## src/common/list_pkg.sv

```systemverilog
package list_pkg;

  // List sizing
  localparam int ENTRIES_N = 4;
  localparam int IDS_N = 8;

  // Field widths
  localparam int ID_W = 3;
  localparam int KEY_W = 8;
  localparam int VOL_W = 8;

  // Product id, also the table address
  typedef logic [ID_W-1:0] id_t;
  typedef logic [KEY_W-1:0] key_t;
  // Volume and command size share one width
  typedef logic [VOL_W-1:0] vol_t;

  // Update commands
  typedef enum logic [1:0] {
    CMD_NOP = 2'd0,
    CMD_ADD = 2'd1,
    CMD_DEL = 2'd2,
    CMD_CLR = 2'd3
  } cmd_t;

  // Count of live entries, 0 up to ENTRIES_N
  typedef logic [$clog2(ENTRIES_N + 1)-1:0] lsize_t;

  // One bit per list entry
  typedef logic [ENTRIES_N-1:0] sel_t;

  // One table word per product id
  // All zeros is the empty list
  typedef struct packed {
    sel_t                 vld;
    key_t [ENTRIES_N-1:0] key;
    vol_t [ENTRIES_N-1:0] vol;
    lsize_t               size;
  } state_t;

endpackage

```

## src/update_pipe/list_match.sv

```systemverilog
module list_match (
    input  wire list_pkg::key_t   i_key
  , input  wire list_pkg::state_t i_state
  , output logic                  o_hit
  , output logic                  o_full
  , output list_pkg::sel_t        o_hit_sel
  , output list_pkg::sel_t        o_free_sel
);

  import list_pkg::*;

  // Key compare against every live entry
  always_comb begin
    for (int i = 0; i < ENTRIES_N; i++) begin
      o_hit_sel[i] = i_state.vld[i] && (i_state.key[i] == i_key);
    end
  end

  assign o_hit = |o_hit_sel;

  // Lowest clear bit of the valid mask
  // zero when the list is full
  assign o_free_sel = ~i_state.vld & (i_state.vld + sel_t'(1));
  assign o_full = &i_state.vld;

  // Exec never inserts a key twice, so one entry at most can match
  always_comb begin
    a_hit_onehot: assert ($onehot0(o_hit_sel))
      else $error("list_match: key held in more than one entry");
  end

endmodule

```

## src/update_pipe/list_exec.sv

```systemverilog
module list_exec (
    input  wire list_pkg::cmd_t   i_cmd
  , input  wire list_pkg::key_t   i_key
  , input  wire list_pkg::vol_t   i_size
  , input  wire logic             i_hit
  , input  wire logic             i_full
  , input  wire list_pkg::sel_t   i_hit_sel
  , input  wire list_pkg::sel_t   i_free_sel
  , input  wire list_pkg::state_t i_state
  , output list_pkg::state_t      o_state
  , output logic                  o_notify
  , output list_pkg::key_t        o_notify_key
  , output list_pkg::vol_t        o_notify_vol
);

  import list_pkg::*;

  vol_t           hit_vol;
  logic [VOL_W:0] vol_sum;
  vol_t           vol_sat;

  // Volume of the matching entry
  always_comb begin
    hit_vol = '0;
    for (int i = 0; i < ENTRIES_N; i++) begin
      if (i_hit_sel[i]) begin
        hit_vol = hit_vol | i_state.vol[i];
      end
    end
  end

  // One carry bit, clamp to all ones on overflow
  assign vol_sum = {1'b0, hit_vol} + {1'b0, i_size};
  assign vol_sat = vol_sum[VOL_W] ? '1 : vol_sum[VOL_W-1:0];

  always_comb begin
    o_state = i_state;
    o_notify = 1'b0;
    o_notify_vol = '0;
    case (i_cmd)
      CMD_ADD: begin
        if (i_hit) begin
          // Accumulate on the matching entry
          for (int i = 0; i < ENTRIES_N; i++) begin
            if (i_hit_sel[i]) begin
              o_state.vol[i] = vol_sat;
            end
          end
          o_notify = 1'b1;
          o_notify_vol = vol_sat;
        end else if (!i_full) begin
          // New key takes the lowest free slot
          for (int i = 0; i < ENTRIES_N; i++) begin
            if (i_free_sel[i]) begin
              o_state.vld[i] = 1'b1;
              o_state.key[i] = i_key;
              o_state.vol[i] = i_size;
            end
          end
          o_state.size = i_state.size + 1'b1;
          o_notify = 1'b1;
          o_notify_vol = i_size;
        end
      end
      CMD_DEL: begin
        // Removal reported as volume 0
        if (i_hit) begin
          o_state.vld = i_state.vld & ~i_hit_sel;
          o_state.size = i_state.size - 1'b1;
          o_notify = 1'b1;
        end
      end
      CMD_CLR: begin
        o_state.vld = '0;
        o_state.size = '0;
      end
      default: begin
      end
    endcase
  end

  assign o_notify_key = i_key;

  // A consistent list stays consistent through every command
  always_comb begin
    if (i_state.size == lsize_t'($countones(i_state.vld))) begin
      a_size_mask: assert (o_state.size <= lsize_t'(ENTRIES_N) &&
                           o_state.size == lsize_t'($countones(o_state.vld)))
        else $error("list_exec: list size out of step with valid mask");
    end
  end

endmodule

```

## src/update_pipe/update_pipe.sv

```systemverilog
module update_pipe (
    input  wire logic             i_clk
  , input  wire logic             i_rst
  , input  wire logic             i_init
  // Command strobe
  , input  wire logic             i_upd_vld
  , input  wire list_pkg::id_t    i_upd_id
  , input  wire list_pkg::cmd_t   i_upd_cmd
  , input  wire list_pkg::key_t   i_upd_key
  , input  wire list_pkg::vol_t   i_upd_size
  // State table
  , input  wire list_pkg::state_t i_state_rdata
  , output logic                  o_state_ren
  , output list_pkg::id_t         o_state_raddr
  , output logic                  o_state_wen
  , output list_pkg::id_t         o_state_waddr
  , output list_pkg::state_t      o_state_wdata
  // Notify bus
  , output logic                  o_notify_vld
  , output list_pkg::id_t         o_notify_id
  , output list_pkg::key_t        o_notify_key
  , output list_pkg::vol_t        o_notify_vol
);

  import list_pkg::*;

  // Stage enables, also the next valid bits
  logic   s1_en, s2_en, s3_en, s4_en, wb_en, nfy_en;
  // Valid bits
  logic   s1_vld_r, s2_vld_r, s3_vld_r, s4_vld_r, wb_vld_r, nfy_vld_r;
  // Command payload per stage
  id_t    s1_id_r, s2_id_r, s3_id_r, s4_id_r;
  cmd_t   s1_cmd_r, s2_cmd_r, s3_cmd_r, s4_cmd_r;
  key_t   s1_key_r, s2_key_r, s3_key_r, s4_key_r;
  vol_t   s1_size_r, s2_size_r, s3_size_r, s4_size_r;
  // Write-back seen in S1, kept for S2
  logic   s1_wb_hit;
  logic   s2_rec_vld_r;
  state_t s2_rec_state_r;
  // Forwarded state per stage
  logic   s2_wb_hit, s3_s4_hit, s3_wb_hit;
  state_t s2_state, s3_state_r, s3_state, s4_state_r;
  // Compare results
  logic   s3_hit, s3_full, s4_hit_r, s4_full_r;
  sel_t   s3_hit_sel, s3_free_sel, s4_hit_sel_r, s4_free_sel_r;
  // Execute results
  state_t exe_state;
  logic   exe_notify;
  key_t   exe_key;
  vol_t   exe_vol;
  // Write-back and notify registers
  id_t    wb_id_r, nfy_id_r;
  state_t wb_state_r;
  key_t   nfy_key_r;
  vol_t   nfy_vol_r;

  // Newest matching producer wins, else the stage's own state
  function automatic state_t fwd_pick(input logic hit_new, input state_t st_new,
                                      input logic hit_old, input state_t st_old,
                                      input state_t st_base);
    if (hit_new) begin
      return st_new;
    end
    if (hit_old) begin
      return st_old;
    end
    return st_base;
  endfunction

  // Init kills every stage
  assign s1_en = i_upd_vld & ~i_init;
  assign s2_en = s1_vld_r & ~i_init;
  assign s3_en = s2_vld_r & ~i_init;
  assign s4_en = s3_vld_r & ~i_init;
  assign wb_en = s4_vld_r & ~i_init;
  assign nfy_en = wb_en & exe_notify;

  always_ff @(posedge i_clk) begin
    if (i_rst) begin
      s1_vld_r <= 1'b0;
      s2_vld_r <= 1'b0;
      s3_vld_r <= 1'b0;
      s4_vld_r <= 1'b0;
      wb_vld_r <= 1'b0;
      nfy_vld_r <= 1'b0;
    end else begin
      s1_vld_r <= s1_en;
      s2_vld_r <= s2_en;
      s3_vld_r <= s3_en;
      s4_vld_r <= s4_en;
      wb_vld_r <= wb_en;
      nfy_vld_r <= nfy_en;
    end
  end

  // S1 table read, killed when write-back hits the same id this cycle
  assign s1_wb_hit = wb_vld_r & (wb_id_r == s1_id_r);
  assign o_state_ren = s1_vld_r & ~s1_wb_hit;
  assign o_state_raddr = s1_id_r;

  // S2 covers producers 3 and 4 commands ahead
  assign s2_wb_hit = wb_vld_r & (wb_id_r == s2_id_r);
  assign s2_state = fwd_pick(s2_wb_hit, wb_state_r, s2_rec_vld_r, s2_rec_state_r,
                             i_state_rdata);

  // S3 covers producers 1 and 2 ahead
  assign s3_s4_hit = s4_vld_r & (s4_id_r == s3_id_r);
  assign s3_wb_hit = wb_vld_r & (wb_id_r == s3_id_r);
  assign s3_state = fwd_pick(s3_s4_hit, exe_state, s3_wb_hit, wb_state_r, s3_state_r);

  // payload registers
  always_ff @(posedge i_clk) begin
    if (s1_en) begin
      s1_id_r <= i_upd_id;
      s1_cmd_r <= i_upd_cmd;
      s1_key_r <= i_upd_key;
      s1_size_r <= i_upd_size;
    end
    if (s2_en) begin
      s2_id_r <= s1_id_r;
      s2_cmd_r <= s1_cmd_r;
      s2_key_r <= s1_key_r;
      s2_size_r <= s1_size_r;
      s2_rec_vld_r <= s1_wb_hit;
      s2_rec_state_r <= wb_state_r;
    end
    if (s3_en) begin
      s3_id_r <= s2_id_r;
      s3_cmd_r <= s2_cmd_r;
      s3_key_r <= s2_key_r;
      s3_size_r <= s2_size_r;
      s3_state_r <= s2_state;
    end
    if (s4_en) begin
      s4_id_r <= s3_id_r;
      s4_cmd_r <= s3_cmd_r;
      s4_key_r <= s3_key_r;
      s4_size_r <= s3_size_r;
      s4_state_r <= s3_state;
      s4_hit_r <= s3_hit;
      s4_full_r <= s3_full;
      s4_hit_sel_r <= s3_hit_sel;
      s4_free_sel_r <= s3_free_sel;
    end
    if (wb_en) begin
      wb_id_r <= s4_id_r;
      wb_state_r <= exe_state;
    end
    if (nfy_en) begin
      nfy_id_r <= s4_id_r;
      nfy_key_r <= exe_key;
      nfy_vol_r <= exe_vol;
    end
  end

  list_match u_list_match (
      .i_key      (s3_key_r)
    , .i_state    (s3_state)
    , .o_hit      (s3_hit)
    , .o_full     (s3_full)
    , .o_hit_sel  (s3_hit_sel)
    , .o_free_sel (s3_free_sel)
  );

  list_exec u_list_exec (
      .i_cmd        (s4_cmd_r)
    , .i_key        (s4_key_r)
    , .i_size       (s4_size_r)
    , .i_hit        (s4_hit_r)
    , .i_full       (s4_full_r)
    , .i_hit_sel    (s4_hit_sel_r)
    , .i_free_sel   (s4_free_sel_r)
    , .i_state      (s4_state_r)
    , .o_state      (exe_state)
    , .o_notify     (exe_notify)
    , .o_notify_key (exe_key)
    , .o_notify_vol (exe_vol)
  );

  assign o_state_wen = wb_vld_r;
  assign o_state_waddr = wb_id_r;
  assign o_state_wdata = wb_state_r;

  assign o_notify_vld = nfy_vld_r;
  assign o_notify_id = nfy_id_r;
  assign o_notify_key = nfy_key_r;
  assign o_notify_vol = nfy_vol_r;

  // Init kill is only for the sweep after reset
  // A later kill would drop write-backs and leave forwarding stale
  a_init_once: assert property (@(posedge i_clk) disable iff (i_rst)
    !i_init |=> !i_init)
    else $error("update_pipe: init rose again with commands in flight");

endmodule

```

## src/state_table.sv

```systemverilog
module state_table (
    input  wire logic             i_clk
  , input  wire logic             i_rst
  // Read port, data one cycle after the strobe
  , input  wire logic             i_ren
  , input  wire list_pkg::id_t    i_raddr
  // Write port
  , input  wire logic             i_wen
  , input  wire list_pkg::id_t    i_waddr
  , input  wire list_pkg::state_t i_wdata
  , output list_pkg::state_t      o_rdata
  // High during the clearing sweep
  , output logic                  o_init
);

  import list_pkg::*;

  state_t mem [IDS_N];
  state_t rdata_r;
  logic   init_r;
  id_t    sweep_r;

  // Sweep control, one address per cycle
  always_ff @(posedge i_clk) begin
    if (i_rst) begin
      init_r <= 1'b1;
      sweep_r <= '0;
    end else if (init_r) begin
      sweep_r <= sweep_r + 1'b1;
      // Last address written, table ready
      if (sweep_r == id_t'(IDS_N - 1)) begin
        init_r <= 1'b0;
      end
    end
  end

  // Sweep owns the write port while it runs
  always_ff @(posedge i_clk) begin
    if (init_r) begin
      mem[sweep_r] <= '0;
    end else if (i_wen) begin
      mem[i_waddr] <= i_wdata;
    end
  end

  // Same-address write in this cycle is not seen here
  always_ff @(posedge i_clk) begin
    if (i_ren) begin
      rdata_r <= mem[i_raddr];
    end
  end

  assign o_rdata = rdata_r;
  assign o_init = init_r;

  // Pipeline stays quiet until the sweep is over
  a_quiet_in_init: assert property (@(posedge i_clk) disable iff (i_rst)
    o_init |-> !i_ren && !i_wen)
    else $error("state_table: access during init sweep");

endmodule

```

## src/list_engine_top.sv

```systemverilog
module list_engine_top (
    input  wire logic            i_clk
  , input  wire logic            i_rst
  // Command strobe
  , input  wire logic            i_upd_vld
  , input  wire list_pkg::id_t   i_upd_id
  , input  wire list_pkg::cmd_t  i_upd_cmd
  , input  wire list_pkg::key_t  i_upd_key
  , input  wire list_pkg::vol_t  i_upd_size
  // Notify bus
  , output logic                 o_notify_vld
  , output list_pkg::id_t        o_notify_id
  , output list_pkg::key_t       o_notify_key
  , output list_pkg::vol_t       o_notify_vol
  // High while the table clears after reset
  , output logic                 o_busy
);

  import list_pkg::*;

  // Table read port
  logic   state_ren;
  id_t    state_raddr;
  state_t state_rdata;
  // Table write port, fed by the write-back register
  logic   state_wen;
  id_t    state_waddr;
  state_t state_wdata;

  // Init level of the table is the busy flag and the pipeline kill
  state_table u_state_table (
      .i_clk   (i_clk)
    , .i_rst   (i_rst)
    , .i_ren   (state_ren)
    , .i_raddr (state_raddr)
    , .i_wen   (state_wen)
    , .i_waddr (state_waddr)
    , .i_wdata (state_wdata)
    , .o_rdata (state_rdata)
    , .o_init  (o_busy)
  );

  update_pipe u_update_pipe (
      .i_clk          (i_clk)
    , .i_rst          (i_rst)
    , .i_init         (o_busy)
    , .i_upd_vld      (i_upd_vld)
    , .i_upd_id       (i_upd_id)
    , .i_upd_cmd      (i_upd_cmd)
    , .i_upd_key      (i_upd_key)
    , .i_upd_size     (i_upd_size)
    , .i_state_rdata  (state_rdata)
    , .o_state_ren    (state_ren)
    , .o_state_raddr  (state_raddr)
    , .o_state_wen    (state_wen)
    , .o_state_waddr  (state_waddr)
    , .o_state_wdata  (state_wdata)
    , .o_notify_vld   (o_notify_vld)
    , .o_notify_id    (o_notify_id)
    , .o_notify_key   (o_notify_key)
    , .o_notify_vol   (o_notify_vol)
  );

endmodule

```

## config.mk

```make
export PLATFORM = sky130hd
export DESIGN_NAME = list_engine_top
export DESIGN_NICKNAME = d
export VERILOG_FILES = /design/src/common/list_pkg.sv /design/src/update_pipe/list_match.sv /design/src/update_pipe/list_exec.sv /design/src/update_pipe/update_pipe.sv /design/src/state_table.sv /design/src/list_engine_top.sv
export SDC_FILE = /design/constraint.sdc
export NUM_CORES = 1
export LEC_CHECK = 0
export BUFFER_PORTS_ARGS = -buffer_cell sky130_fd_sc_hd__buf_2
export CORE_MARGIN = 2
export CORE_UTILIZATION = 50
export DETAILED_ROUTE_END_ITERATION = 8
export GPL_ROUTABILITY_DRIVEN = 0
export HOLD_SLACK_MARGIN = 0.03
export PLACE_DENSITY = 0.65
export SETUP_SLACK_MARGIN = 0.3
export SYNTH_ARGS = -nofsm -noshare
export SYNTH_HDL_FRONTEND = slang
export SYNTH_SLANG_ARGS = --single-unit
```

## constraint.sdc

```tcl
create_clock -name i_clk -period 10.4 [get_ports i_clk]
set_clock_uncertainty 0.2 [all_clocks]
set_input_delay 0 -clock i_clk [delete_from_list [all_inputs] [get_ports i_clk]]
set_output_delay 0 -clock i_clk [all_outputs]
set_load 0.01 [all_outputs]
```

== Word level (Yosys, flattened, before mapping) ==
Memories as Yosys holds them, arrays and structs flattened. A register that Yosys moved wholly into a read port is not among the register bits.
Cells that the tools add are included.

* Equal/unequal tests: 12
* Multiply operators: 0
* Multiplexer cells: 60
* Div/mod/pow operators: 0
* Add/subtract/negate cells: 5
* Order comparisons: 0
* Bitwise logic cells: 20
* Reduce and logical (&&, ||, !) cells: 7
* Shifts and indexed selects: 0

{| class="wikitable"
|+ Operators with widths
! kind !! count
|-
| two-way mux 71 bit || 10
|-
| two-way mux 8 bit || 19
|-
| OR reduction 71 bit || 1
|-
| two-way mux 64 bit || 1
|-
| two-way mux 36 bit || 1
|-
| == test 8 bit || 4
|-
| two-way mux 32 bit || 1
|-
| OR 8 bit || 3
|-
| two-way mux 1 bit || 21
|-
| == test 3 bit || 4
|-
| one-hot mux 4 bit (3 select lines) || 1
|-
| bitwise AND 1 bit || 11
|-
| adder 8 x 8 -> 9 bit || 1
|-
| two-way mux 3 bit || 3
|-
| one-hot mux 3 bit (3 select lines) || 1
|-
| bitwise AND 4 bit || 2
|-
| inverter 4 bit || 2
|-
| adder 3 x 1 -> 3 bit, second input constant || 2
|-
| adder 4 x 1 -> 4 bit, second input constant || 1
|-
| == test 2 bit, second input constant || 2
|-
| logical AND 1 bit || 4
|-
| two-way mux 4 bit || 1
|-
| AND reduction 4 bit || 1
|-
| OR reduction 4 bit || 1
|-
| 5 further kinds || 6
|}

* Bits in writable memories: 568
* Register bits after elaboration: 411
* Output and inout bits: 21
* Memories: 1
* Word-level logic and storage cells: 178
* Latch bits: 0
* Bits in read-only memories: 0
* Input port bits: 24

{| class="wikitable"
|+ Memories
! memory !! depth !! width !! rd ports !! clocked after memory_dff !! wr ports !! RTL line !! text
|-
| u_state_table.mem || 8 || 71 || 1 || 1 || 1 || state_table.sv:18 || <nowiki>state_t mem [IDS_N];</nowiki>
|}

== Depth between registers and ports, before layout ==
* Depth after elaboration: 19
* Gate-level depth with buffers: 15
* Mapped depth without buffers: 13

== By module ==
Synthesis repeated with hierarchy kept, for this count alone.

* Cells, all modules: 2,388
* Area total of the unflattened synthesis: 42,183.0 um^2

{| class="wikitable"
|+ Modules (own cells, without submodules)
! module !! times used !! area each (um^2) !! cells each !! seq. area each (um^2)
|-
| state_table || 1 || 24,178.2 || 1,007 || 19,268.5
|-
| update_pipe || 1 || 15,230.9 || 988 || 12,161.7
|-
| list_exec || 1 || 2,297.2 || 332 || 0.0
|-
| list_match || 1 || 476.7 || 61 || 0.0
|}

== Worst setup path before layout ==
No wires, ideal clock.

* Kind: reg-to-reg
* Start: reg u_state_table.init_r, in the netlist u_state_table.o_init
* End: reg u_update_pipe.s4_cmd_r[0], enable pin
* Data arrival time: 4.979 ns
* Stages on the path, launching flop included: 3
* Clock period less this slack: 5.750 ns
* Buffers on the path: 1
* Path slack: 4.650 ns
* Cell sequence: dfxtp_1 -> buf_1 -> nor2b_1

* Longest elaborated chain between the ends: 2

{| class="wikitable"
|+ Ends and longest elaborated chain
! what !! RTL line !! text
|-
| start, declared || state_table.sv:20 || <nowiki>logic init_r;</nowiki>
|-
| start signal, assigned || state_table.sv:26 || <nowiki>init_r <= 1'b1;</nowiki>
|-
| start signal, assigned || state_table.sv:32 || <nowiki>init_r <= 1'b0;</nowiki>
|-
| inverter 1 bit || update_pipe.sv:74 || <nowiki>assign s4_en = s3_vld_r & ~i_init;</nowiki>
|-
| bitwise AND 1 bit || update_pipe.sv:74 ||
|-
| net u_update_pipe.s4_en || update_pipe.sv:28 || <nowiki>logic s1_en, s2_en, s3_en, s4_en, wb_en, nfy_en;</nowiki>
|-
| end signal, assigned || update_pipe.sv:136 || <nowiki>s4_cmd_r <= s3_cmd_r;</nowiki>
|-
| end, declared || update_pipe.sv:33 || <nowiki>cmd_t s1_cmd_r, s2_cmd_r, s3_cmd_r, s4_cmd_r;</nowiki>
|}

The timed path passes the listed nets, and every way through them passes these cells.
A chain may end at the register's enable or synchronous reset.

== Worst setup path in the final report ==
* Start: reg u_state_table.init_r, in the netlist u_state_table.o_init
* End: mem u_state_table.mem[1][27] (netlist name), enable pin

* Longest elaborated chain between the ends: 4
* Elaborated cells between the ends (all ways): 7

{| class="wikitable"
|+ Ends and longest elaborated chain
! what !! RTL line !! text
|-
| two-way mux 1 bit || state_table.sv:39 || <nowiki>if (init_r) begin</nowiki>
|-
| two-way mux 1 bit (not written as such) || state_table.sv:42 || <nowiki>mem[i_waddr] <= i_wdata;</nowiki>
|-
| OR reduction 71 bit (no source line) || - ||
|-
| two-way mux 3 bit (no source line) / two-way mux 1 bit (equally long branches) || - ||
|-
| end, declared || state_table.sv:18 ||
|}

Parallel ways exist; a longest one is shown, timed or not.

==> qor.csv <==
stage;metric;value;unit
die;top_level_ports;45;
worst_setup_path;cp_top_family;simple AND/OR/NAND/NOR gates;
routing;num_vias;21800;
place;place_ws;5230;ps
sta;slew_violations;0;
worst_setup_path;path_cells;nand2b_1 > nor2_1 > a21oi_1 > o21ai_0 > nor2_4 > buf_4;
routing;drt_pass1_iterations;5;
die;start_util;50.5;%
worst_setup_path;crit_required;10480;ps
worst_setup_path;r2r.worst_path.cells;6;
pwr;powerDensity;184;nW/um2
clock_network;cts_tree;done;
worst_setup_path;critPathSlowestCell;nor2_4;
routing;routedWlPerCell;26.0;um
clock_network;cts_max_path_buffers;3;
worst_setup_path;ff2ff_setup_slack;5280;ps
job;max_cap_violations;0;
pwr;p_int;6.78;mW
synth;synth.most_common_cell;edfxtp_1;
worst_setup_path;reg2reg_from;u_state_table.o_init;
finish;fillers;6044;
synth;synth_nets;2370;
clock_network;path_clk_slew;60;ps
worst_setup_path;reg2reg_to;u_state_table.mem[1][27];
place;port_buffers;44;
sta;finalHoldViolations;0;
sta;final-setup-viol-count;0;
worst_setup_path;worst-path-stages;6;
synth;synth.cell_area;40700;um2
clock_network;cts-buffers-inserted;103;
finish;drive_gt1_share;20.1;%
finish;area_growth;13.1;%
grt;grt_antenna_before_repair;1;
synth;synthTopCellsByArea;edfxtp_1 (74%), mux4_2 (7.5%), mux2_2 (2.5%);
worst_setup_path;crit_fanout;42;
synth;ys_ff_latch;1011;
die;die_x;289;um
worst_setup_path;worstSetupEndpointType;flop;
clock_network;cts_htree_levels;3;
routing;antenna_left;0;
grt;grt_pass1_vias;22300;
pwr;leakage;15.0;nW
sta;min_period;5120;ps
worst_setup_path;crit_buf_inv;1;
synth;yosysUniqueCellTypes;60;
clock_network;clk-insertion-delay-late;660;ps
worst_setup_path;cp-startpoint;u_state_table.o_init;
worst_setup_path;cp-endpoint;u_state_table.mem[1][27];
routing;drtIter0Drc;2159;
pwr;comb_power_share;2.2;%
synth;synth_ff_type;edfxtp_1;
clock_network;cts_sinks;1011;
die;die_y;289;um
worst_setup_path;worst-setup-path-type;flop to flop;
finish;fin_nets;2479;
worst_setup_path;arrival;5190;ps
synth;synth_edf_count;1001;
sta;layout_setup_ws;5280;ps
sta;rsz0062_at_grt;no;
die;die_area;83600;um2
worst_setup_path;startpoint_type;flop;
pwr;switching_share;19.9;%
pwr;ir_drop;0.000146;V
synth;avgSynthCellArea;17.4;um2
grt;track_usage;22.7;%
synth;async_flop_share;0;%
synth;synthCells;2332;
synth;ys_warn_count;0;
routing;drc;0;
sta;tns;0;ps
sta;slew_headroom;10.0;%
clock_network;root_buffer;clkbuf_16;
die;fp.coreArea;80500;um2
grt;grt_first_pass_wirelength;141000;um
synth;ys_seq_area_share;74.4;%
pwr;seq_power_share;54.2;%
place;place_hpwl;51200;um
grt;gr-total-overflow;0;
clock_network;cts_setup_buffers;0;
synth;synth_top_area_share;73.9;%
sta;period_share;49.2;%
synth;synth.largest_area_cell;edfxtp_1;
sta;worstMarginPinSlew;1340;ps
finish;diodes;0;
run_status;status;finished clean;
synth;synth_commonest_cells;edfxtp_1 (1001), a21oi_1 (158), nor2_1 (157), nand2_1 (140), mux4_2 (136);
grt;grt_max_degree;95;
die;rows;104;
sta;max_freq;195;MHz
pwr;p_switching;1.68;mW
worst_setup_path;max_stage_delay;1020;ps
routing;detail_route.vias_per_cell;6.08;
routing;wl;93200;um
pwr;power_frac_clock;43.6;%
min_path;hold_class;flop to flop;
[metrics by stage]
| step | std cells | power (mW) | util (%) | area, um2 | hold WS [ps] |
|---|---|---|---|---|---|
| CTS | 3588 | 8.52 | 57.1 | 46000 | 219 |
| global route | 3588 | 8.69 | 57.1 | 46000 | 226 |
| finish | 3588 | 8.46 | 57.1 | 46000 | 218 |
| floorplan | 2332 | 4.77 | - | 40700 | -101 |
| detailed placement | 3351 | 4.85 | 52.3 | 42100 | -21.9 |
| global placement | 3351 | 4.84 | 52.3 | 42100 | -21.4 |
[worst register-to-register path, stage by stage (launching register included)]
cell,delay (ps)
dfxtp_1,900
nand2b_1,280
nor2_1,70
a21oi_1,680
o21ai_0,670
nor2_4,1020
buf_4,870
[routing by layer]
| metal | GRT usage [%] | routed length, um | up-vias |
|---|---|---|---|
| met4 | 5.97 | 1930 | 2 |
| met3 | 3.34 | 6120 | 153 |
| met2 | 37.2 | 45400 | 860 |
| met1 | 32.2 | 39700 | 11500 |
| li1 | - | - | 9343 |
| met5 | 0 | 12 | - |
[state kept, by name, summed over array words and instances (netlist names), 68 cells and up]
signal                        flops
u_state_table.mem               544
u_state_table.o_rdata            68
u_update_pipe.o_state_wdata      68
u_update_pipe.s2_rec_state_r     68
u_update_pipe.s3_state_r         68
u_update_pipe.s4_state_r         68
[power by group through the flow]
stage / Clock, mW / Sequential [mW] / Combinational (mW)
6_report: 3.69 / 4.59 / 0.189
5_1_grt: 3.89 / 4.59 / 0.202
4_1_cts: 3.74 / 4.59 / 0.193
3_5_place_dp: 0 / 4.67 / 0.179
3_3_place_gp: 0 / 4.66 / 0.176
2_1_floorplan: 0 / 4.67 / 0.102
[worst min-delay path by stage]
| stage | startpoint | endpoint | slack [ps] | cells past startpoint |
|---|---|---|---|---|
| 2_1_floorplan | i_upd_id[0] | u_update_pipe.o_state_raddr[0] | -100 | 0 |
| 3_3_place_gp | i_upd_key[3] | u_update_pipe.s1_key_r[3] | -20 | 1 |
| 3_5_place_dp | i_upd_key[6] | u_update_pipe.s1_key_r[6] | -20 | 1 |
| 4_1_cts | u_update_pipe.s2_size_r[4] | u_update_pipe.s3_size_r[4] | 220 | 0 |
| 5_1_grt | u_update_pipe.s1_size_r[2] | u_update_pipe.s2_size_r[2] | 230 | 0 |
| 6_report | u_update_pipe.s2_size_r[4] | u_update_pipe.s3_size_r[4] | 220 | 0 |
[kinds of logic (layout without fill, tap and decap cells)]
group	after synthesis	after routing	share of synthesized area, %
fa+ha+maj	14	14	0.449
buf+inv	159	355	1.62
mux	307	307	12.1
compound gates	334	334	5.14
simple gates	459	459	5.27
flops	1011	1011	74.4
xor+xnor	48	48	1.03
[what timing repair did]
action	in CTS	in global routing
hold endpoints to repair	52	0
resized for setup	0	0
hold buffers	45	0
[layout by cell type, fill, tap and decap left out, types with 35 or more instances in the layout]
cell type	instances
a21oi_1	158
mux4_2	136
dlygate4sd3_1	45
buf_2	44
mux2_2	89
mux2i_1	71
nand2_1	140
edfxtp_1	1001
o21ai_0	35
buf_4	53
clkbuf_16	106
nor2_1	149
and2_1	85
xnor2_1	42
[area by class of cell]
class	count	area, um2	share of cell area (%)
timing repair buffer	142	1070	2.32
clock buffer	131	2750	5.98
clock inverter	61	633	1.38
sequential	1011	30300	65.8
inverter	21	78.8	0.171
tap	1060	1330	2.89
multi-input combinational	1162	9850	21.4
Power figures use the tool's default switching activity.
